===== src/source/exec_pkg.sv =====
package exec_pkg;

    // ========================================================================
    // Widths
    // ========================================================================
    localparam int DATA_W  = 24;
    localparam int ADDR_W  = 24;
    localparam int OPC_W   = 6;
    localparam int CC_W    = 4;
    localparam int GP_W    = 4;
    localparam int FLAG_W  = 4;
    // Enough to index any bit of a data word
    localparam int SHAMT_W = 5;

    typedef logic [DATA_W-1:0] data_t;
    typedef logic [ADDR_W-1:0] addr_t;
    typedef logic [OPC_W-1:0]  opc_t;
    typedef logic [CC_W-1:0]   cc_t;
    typedef logic [GP_W-1:0]   gp_idx_t;
    typedef logic [FLAG_W-1:0] flags_t;

    // Flag bit positions
    localparam int FLAG_Z = 0;
    localparam int FLAG_N = 1;
    localparam int FLAG_C = 2;
    localparam int FLAG_V = 3;

    // ========================================================================
    // Opcodes
    // ========================================================================
    localparam opc_t OPC_NOP  = 6'h00;
    localparam opc_t OPC_MOV  = 6'h01;
    localparam opc_t OPC_ADD  = 6'h02;
    localparam opc_t OPC_SUB  = 6'h03;
    localparam opc_t OPC_NOT  = 6'h04;
    localparam opc_t OPC_AND  = 6'h05;
    localparam opc_t OPC_OR   = 6'h06;
    localparam opc_t OPC_XOR  = 6'h07;
    localparam opc_t OPC_SHL  = 6'h08;
    localparam opc_t OPC_SHR  = 6'h09;
    localparam opc_t OPC_CMP  = 6'h0a;
    localparam opc_t OPC_JCC  = 6'h0b;
    localparam opc_t OPC_LD   = 6'h0c;
    localparam opc_t OPC_ST   = 6'h0d;
    // Signed group
    localparam opc_t OPC_ADDS = 6'h11;
    localparam opc_t OPC_SUBS = 6'h12;
    localparam opc_t OPC_SHRS = 6'h13;
    localparam opc_t OPC_CMPS = 6'h14;

    // Codes outside this list are never taken
    localparam cc_t CC_RA = 4'h0;
    localparam cc_t CC_EQ = 4'h1;
    localparam cc_t CC_NE = 4'h2;
    localparam cc_t CC_LT = 4'h3;
    localparam cc_t CC_GT = 4'h4;
    localparam cc_t CC_GE = 4'h5;
    localparam cc_t CC_LE = 4'h6;
    localparam cc_t CC_BT = 4'h7;
    localparam cc_t CC_AT = 4'h8;
    localparam cc_t CC_BE = 4'h9;
    localparam cc_t CC_AE = 4'ha;

    // ========================================================================
    // Stage bundles
    // ========================================================================
    typedef struct packed {
        addr_t   pc;
        data_t   instr;
        opc_t    opc;
        gp_idx_t tgt_gp;
        logic    tgt_gp_we;
    } ex_ctrl_t;

    typedef struct packed {
        addr_t addr;
        data_t result;
    } ex_out_t;

endpackage


===== src/source/exec_alu.sv =====
`timescale 1ns/1ps

module exec_alu import exec_pkg::*; (
    input  opc_t    opc,
    input  data_t   src_val,
    input  data_t   tgt_val,
    output ex_out_t alu_out,
    output flags_t  new_flags,
    output flags_t  flag_we
);

    logic [DATA_W:0]    sum_ext;
    data_t              diff;
    logic               add_ovf;
    logic               sub_ovf;
    logic               big_shift;
    logic [SHAMT_W-1:0] shamt;
    data_t              shl_res;
    data_t              shr_res;
    data_t              sra_res;

    // Z and N are taken from this word
    data_t              fval;
    logic               c_bit;
    logic               v_bit;

    // ========================================================================
    // Shared datapath
    // ========================================================================
    assign sum_ext = {1'b0, src_val} + {1'b0, tgt_val};
    assign diff    = tgt_val - src_val;

    // Two's-complement overflow on the sign bit
    assign add_ovf = ~(src_val[DATA_W-1] ^ tgt_val[DATA_W-1]) &
                     (src_val[DATA_W-1] ^ sum_ext[DATA_W-1]);
    assign sub_ovf = (tgt_val[DATA_W-1] ^ src_val[DATA_W-1]) &
                     (tgt_val[DATA_W-1] ^ diff[DATA_W-1]);

    // Whole src value is the amount
    assign big_shift = (src_val >= data_t'(DATA_W));
    assign shamt     = src_val[SHAMT_W-1:0];
    assign shl_res   = big_shift ? '0 : tgt_val << shamt;
    assign shr_res   = big_shift ? '0 : tgt_val >> shamt;
    assign sra_res   = big_shift ? '0 : data_t'($signed(tgt_val) >>> shamt);

    // ========================================================================
    // Opcode decode
    // ========================================================================
    always_comb begin
        alu_out = '0;
        fval    = '0;
        c_bit   = 1'b0;
        v_bit   = 1'b0;
        flag_we = '0;
        case (opc)
            OPC_MOV: alu_out.result = src_val;
            OPC_NOT: alu_out.result = ~tgt_val;
            OPC_AND: alu_out.result = src_val & tgt_val;
            OPC_OR:  alu_out.result = src_val | tgt_val;
            OPC_XOR: alu_out.result = src_val ^ tgt_val;
            OPC_ADD: begin
                alu_out.result = sum_ext[DATA_W-1:0];
                c_bit          = sum_ext[DATA_W];
            end
            OPC_SUB: begin
                alu_out.result = diff;
                c_bit          = (tgt_val < src_val);
            end
            OPC_SHL:  alu_out.result = shl_res;
            OPC_SHR:  alu_out.result = shr_res;
            OPC_SHRS: alu_out.result = sra_res;
            OPC_ADDS: begin
                alu_out.result = sum_ext[DATA_W-1:0];
                v_bit          = add_ovf;
            end
            OPC_SUBS: begin
                alu_out.result = diff;
                v_bit          = sub_ovf;
            end
            OPC_LD: alu_out.addr = src_val;
            OPC_ST: begin
                alu_out.addr   = tgt_val;
                alu_out.result = src_val;
            end
            default: ;
        endcase

        fval = alu_out.result;
        case (opc)
            OPC_MOV, OPC_NOT, OPC_AND, OPC_OR, OPC_XOR:
                flag_we[FLAG_Z] = 1'b1;
            OPC_ADD, OPC_SUB: begin
                flag_we[FLAG_Z] = 1'b1;
                flag_we[FLAG_C] = 1'b1;
            end
            OPC_CMP: begin
                fval            = diff;
                c_bit           = (tgt_val < src_val);
                flag_we[FLAG_Z] = 1'b1;
                flag_we[FLAG_C] = 1'b1;
            end
            OPC_SHL, OPC_SHR: begin
                v_bit           = big_shift;
                flag_we[FLAG_Z] = 1'b1;
                flag_we[FLAG_V] = 1'b1;
            end
            OPC_ADDS, OPC_SUBS, OPC_SHRS, OPC_CMPS: begin
                if (opc == OPC_SHRS)
                    v_bit = big_shift;
                if (opc == OPC_CMPS) begin
                    fval  = diff;
                    v_bit = sub_ovf;
                end
                flag_we[FLAG_Z] = 1'b1;
                flag_we[FLAG_N] = 1'b1;
                flag_we[FLAG_V] = 1'b1;
            end
            default: ;
        endcase
    end

    always_comb begin
        new_flags         = '0;
        new_flags[FLAG_Z] = (fval == '0);
        new_flags[FLAG_N] = fval[DATA_W-1];
        new_flags[FLAG_C] = c_bit;
        new_flags[FLAG_V] = v_bit;
    end

endmodule


===== src/source/branch_unit.sv =====
`timescale 1ns/1ps

module branch_unit import exec_pkg::*; (
    input  logic   iw_clk,
    input  logic   iw_rst,
    input  opc_t   opc,
    input  addr_t  pc,
    input  cc_t    cc,
    input  data_t  src_val,
    input  flags_t new_flags,
    input  flags_t flag_we,
    input  logic   stall,
    output logic   branch_taken,
    output addr_t  branch_pc
);

    flags_t fl_q;
    logic   lt;
    logic   cond_ok;
    logic   is_jcc;

    // ========================================================================
    // Flag register
    // ========================================================================
    always_ff @(posedge iw_clk or posedge iw_rst) begin
        if (iw_rst) begin
            fl_q <= '0;
        end else if (!stall) begin
            // Only the flags the instruction defines
            fl_q <= (fl_q & ~flag_we) | (new_flags & flag_we);
        end
    end

    // ========================================================================
    // Condition evaluation
    // ========================================================================
    assign lt     = fl_q[FLAG_N] ^ fl_q[FLAG_V];
    assign is_jcc = (opc == OPC_JCC) && !stall;

    always_comb begin
        case (cc)
            CC_RA:   cond_ok = 1'b1;
            CC_EQ:   cond_ok = fl_q[FLAG_Z];
            CC_NE:   cond_ok = ~fl_q[FLAG_Z];
            CC_LT:   cond_ok = lt;
            CC_GE:   cond_ok = ~lt;
            CC_GT:   cond_ok = ~fl_q[FLAG_Z] & ~lt;
            CC_LE:   cond_ok = fl_q[FLAG_Z] | lt;
            CC_BT:   cond_ok = fl_q[FLAG_C];
            CC_AE:   cond_ok = ~fl_q[FLAG_C];
            CC_AT:   cond_ok = ~fl_q[FLAG_C] & ~fl_q[FLAG_Z];
            CC_BE:   cond_ok = fl_q[FLAG_C] | fl_q[FLAG_Z];
            default: cond_ok = 1'b0;
        endcase
    end

    assign branch_taken = is_jcc & cond_ok;

    // Register-relative target
    assign branch_pc = branch_taken ? pc + addr_t'(src_val) : '0;

endmodule


===== src/source/ex_mem_reg.sv =====
`timescale 1ns/1ps

module ex_mem_reg import exec_pkg::*; (
    input  logic     iw_clk,
    input  logic     iw_rst,
    input  ex_ctrl_t ctrl,
    input  ex_out_t  alu_out,
    input  logic     stall,
    output ex_ctrl_t ctrl_q,
    output ex_out_t  out_q
);

    // ========================================================================
    // EX/MEM pipeline register
    // ========================================================================
    always_ff @(posedge iw_clk or posedge iw_rst) begin
        if (iw_rst) begin
            ctrl_q <= '0;
            out_q  <= '0;
        end else if (!stall) begin
            ctrl_q <= ctrl;
            out_q  <= alu_out;
        end
    end

    // Downstream sees a frozen stage for every stalled cycle
    a_hold_on_stall: assert property (
        @(posedge iw_clk) disable iff (iw_rst)
        stall |=> ($stable(ctrl_q) && $stable(out_q))
    ) else $error("stage register changed under stall");

    // Write enable only ever accompanies a real instruction
    a_we_has_opc: assert property (
        @(posedge iw_clk) disable iff (iw_rst)
        ctrl_q.tgt_gp_we |-> (ctrl_q.opc != OPC_NOP)
    ) else $error("register write with NOP in EX/MEM");

endmodule


===== src/source/stg_ex.sv =====
`timescale 1ns/1ps

module stg_ex import exec_pkg::*; (
    input  logic     iw_clk,
    input  logic     iw_rst,
    input  ex_ctrl_t ctrl,
    input  cc_t      cc,
    input  data_t    src_val,
    input  data_t    tgt_val,
    input  logic     stall,
    output ex_ctrl_t ctrl_q,
    output ex_out_t  out_q,
    output logic     branch_taken,
    output addr_t    branch_pc
);

    ex_out_t alu_out;
    flags_t  new_flags;
    flags_t  flag_we;

    // ========================================================================
    // Datapath
    // ========================================================================
    exec_alu u_alu (
        .opc       (ctrl.opc),
        .src_val   (src_val),
        .tgt_val   (tgt_val),
        .alu_out   (alu_out),
        .new_flags (new_flags),
        .flag_we   (flag_we)
    );

    // Flags and jump resolution
    branch_unit u_branch (
        .iw_clk       (iw_clk),
        .iw_rst       (iw_rst),
        .opc          (ctrl.opc),
        .pc           (ctrl.pc),
        .cc           (cc),
        .src_val      (src_val),
        .new_flags    (new_flags),
        .flag_we      (flag_we),
        .stall        (stall),
        .branch_taken (branch_taken),
        .branch_pc    (branch_pc)
    );

    ex_mem_reg u_ex_mem (
        .iw_clk  (iw_clk),
        .iw_rst  (iw_rst),
        .ctrl    (ctrl),
        .alu_out (alu_out),
        .stall   (stall),
        .ctrl_q  (ctrl_q),
        .out_q   (out_q)
    );

endmodule


===== config.mk =====
export PLATFORM = sky130hd
export DESIGN_NAME = stg_ex
export DESIGN_NICKNAME = d
export VERILOG_FILES = /design/src/source/exec_pkg.sv /design/src/source/exec_alu.sv /design/src/source/branch_unit.sv /design/src/source/ex_mem_reg.sv /design/src/source/stg_ex.sv
export SDC_FILE = /design/constraint.sdc
export NUM_CORES = 1
export LEC_CHECK = 0
export BUFFER_PORTS_ARGS = -buffer_cell sky130_fd_sc_hd__buf_2
export CAP_MARGIN = 20
export CORE_ASPECT_RATIO = 0.5
export CORE_MARGIN = 4
export CORE_UTILIZATION = 30
export CTS_CLUSTER_SIZE = 8
export DETAILED_ROUTE_END_ITERATION = 12
export MAX_ROUTING_LAYER = met4
export PLACE_DENSITY = 0.45
export SKIP_CTS_REPAIR_TIMING = 1
export SYNTH_ARGS = -nofsm -noshare
export SYNTH_HDL_FRONTEND = slang
export SYNTH_SLANG_ARGS = --single-unit

===== constraint.sdc =====
create_clock -name iw_clk -period 4.4 [get_ports iw_clk]
set_clock_uncertainty 0.15 [all_clocks]
set_input_delay 0.44 -clock iw_clk [delete_from_list [all_inputs] [get_ports iw_clk]]
set_output_delay 0.44 -clock iw_clk [all_outputs]
set_load 0.01 [all_outputs]

==> summary.md <==
| Metric | Value |
|---|---|
| TritonCTS Buffers | `9` |
| Power Dens Cells | `218.7 mW/mm^2` |
| Final Critical Period | `4216 ps` |
| Post-synth EDFFs | `0` |
| Largest net degree at the start of global routing | `64` |
| DR WL/cell | `26.88 um` |
| Routed WL | `75.05 mm` |
| Met3 usage | `0.1053` |
| DR pass1 iterations | `5` |
| Multi-input logic area | `0.01017 sq mm` |
| Setup tns final | `0 ps` |
| Max-Cap Viols | `0` |
| Post-DRT Antenna Nets | `0` |
| VDD IR max | `0.1851 mV` |
| Crit. End Element | `register` |
| Placed cells | `2773` |
| Post-Layout Cell Count | `2792` |
| GR peak layer | `met1` |
| Initial DRC Count | `1866` |
| Post-DR vias/cell | `5.699` |
| Status | `completed` |
| Relative slew slack | `0.1573` |
| Total gr overflow | `0` |
| Die width | `312.2 um` |
| Most frequent cells in the layout | `buf_4 (348), buf_2 (243), nor2_1 (143)` |
| DR vias | `15910` |
| Clock Latency Late Sink | `350 ps` |
| Fmax | `237.2 MHz` |
| I/O Pins | `246` |
| Finished Core Util | `0.4043` |
| Crit path kind | `in -> reg` |
| DRC viols | `0` |
| DP HPWL | `61.76 mm` |
| Initial antenna violation count | `2` |
| CP max FO | `9` |
| Syn_nets | `1904` |
| First-pass GRT wire length | `107.9 mm` |
| Library cells used by synthesis | `88` |
| Synth Area in Compound Gates | `0.2585` |
| CTS root buf | `clkbuf_16` |
| Pleak | `8.436 nW` |
| Max H-tree Level | `3` |
| Simple-gate share of the synthesized area | `0.1810` |
| Post-synth ARST share | `1.000` |
| Vias in the first global route | `15390` |
| Mux contribution to synthesized area | `0.1682` |
| Synth Flop Type | `dfrtp_1` |
| Port bufs | `245` |
| Met2 usage | `0.4019` |
| Synth Instances | `1689` |
| Clock buffer depth | `2` |
| Die span in y | `160.1 um` |
| Sinks on Clock Net | `111` |
| Initial Util | `0.3052` |
| Data arrival time of the worst path | `4360 ps` |
| Largest family of logic cells by synthesized area | `compound AO/OA/AOI/OAI gates` |
| Post-Syn Area per Cell | `8.221 sq um` |
| Post-synthesis register bit count | `111` |
| Fraction of layout cells with a size suffix above 1 | `0.3580` |
| Worst hold path class | `in -> async` |
| Most common cell after layout, fill and taps aside | `buf_4` |
| CTS tree | `built` |
| Synth-to-layout area growth | `32.47%` |
| Least-Margin Pin Slew | `1264 ps` |
| Xor/xnor share of the synthesized area | `0.02965` |
| GPL Wtd Cong | `0.9944` |
| RSZ-0062 raised after global routing | `no` |
| Final hold vios | `0` |
| WP data required | `4550 ps` |
| Cell area after synthesis | `0.01388 sq mm` |
| Yosys warning count | `0` |
| Clk slew on worst S/H paths | `80 ps` |
| Register area | `0.002778 sq mm` |
| # fillers | `4753` |
| Post-layout nets | `2372` |
| Startpoint types | `primary input` |
| Row Count | `55` |
| Final Slew Violations | `0` |
| Met1 usage | `0.4207` |
| Synth Area in Adders | `0.09264` |
| Global Route Usage Sum | `0.2969` |
| Tcrit/Tclk final | `0.9581` |
| R2r setup slk | `3400 ps` |
| Final setup violation count | `0` |
| Core ar. | `0.04549 sq mm` |
| Register area share after synthesis | `0.2001` |
| DIE AREA | `0.05000 sq mm` |
## routing by layer
layer	vias to the layer above	share of wire	wire length, um
met2	714	0.40	29930
met5	-	0	0
met3	87	0.11	8575
li1	7274	-	-
met4	0	0.020	1485
met1	7837	0.47	35060
## final timing paths
kind / start / endpoint / cells after the start
max: src_val[0] / register / 13
min: iw_rst / u_ex_mem.ctrl_q[49] / 2
max reg2reg: register / register / 1
min reg2reg: u_ex_mem.out_q[6] / u_ex_mem.out_q[6] / 1
max in group asynchronous: iw_rst / u_ex_mem.out_q[19] / 3
min in group iw_clk: ctrl[23] / u_ex_mem.ctrl_q[23] / 2
## registers in the layout, indices dropped and copies added, names as in the netlist, named ones only
signal,flops
u_ex_mem.ctrl_q,59
u_ex_mem.out_q,48
## cells by family after synthesis
logic type,after synthesis
AOI/OAI and AO/OA,523
xor gates and xnor gates,47
muxes,174
adders and majority gates,101
buffers and inverters,227
DFF,111
and+or+nand+nor,506
## worst max-delay path: stages
cell and delay (ps):
buf_4 110, buf_4 220, mux4_2 610, mux2_2 330
a222oi_1 340, buf_4 190, o211ai_1 190, a221o_1 350
nand4b_1 250, a2111oi_1 400, or4b_1 530, a211oi_2 220
a32o_1 170
## where the power goes
group,internal [mW],switching (mW)
Clock,0.446,0.428
Sequential,1.11,0.0464
Combinational,0.848,1.14
## cell type report
cell class              count  share of cell area
multi-input cells        1351              0.5528
diodes                      3           0.0004082
flip-flops and latches    111              0.1510
repair buffers            602              0.2201
inverters                  82             0.01687
clock inverters             7            0.003878
well taps                 627             0.04265
clock buffers               9             0.01224
## stage by stage
step                hold WS [ps]  total power [mW]  setup slack, ps  instance area [sq um]
global route               88.79             4.229            24.41                  18390
detailed placement         316.2             3.115           -218.5                  18080
floorplan                  364.5             2.210            1.423                  13890
finish                     39.47             4.022            184.4                  18390
global placement           311.7             3.129           -219.0                  18080
CTS                        55.41             3.999           -47.38                  18370
## synth_stat cells (12+ instances only)
library cell	n	area share
o21ai_0	105	0.038
xnor2_1	31	0.020
o21bai_1	17	0.0092
buf_2	22	0.0079
a31oi_1	15	0.0068
o211ai_1	22	0.012
a211oi_1	22	0.012
dfrtp_1	111	0.20
a22o_1	14	0.0088
o22ai_1	20	0.0090
mux2_2	81	0.066
nor2b_1	16	0.0072
ha_1	98	0.088
o21a_1	16	0.0087
a21o_1	20	0.011
nand4_1	18	0.0081
nor4_1	21	0.0095
nor3_1	45	0.016
clkbuf_1	102	0.028
and2_1	16	0.0072
mux2i_1	51	0.037
a21oi_1	99	0.036
nand2_1	116	0.031
nand2b_1	17	0.0077
or3_1	12	0.0054
a22oi_1	33	0.018
inv_1	78	0.021
nand3_1	39	0.014
a221oi_1	14	0.0088
nor2_1	143	0.039
mux4_2	37	0.060
xor2_1	16	0.010
(Power assumes the default switching activity.)
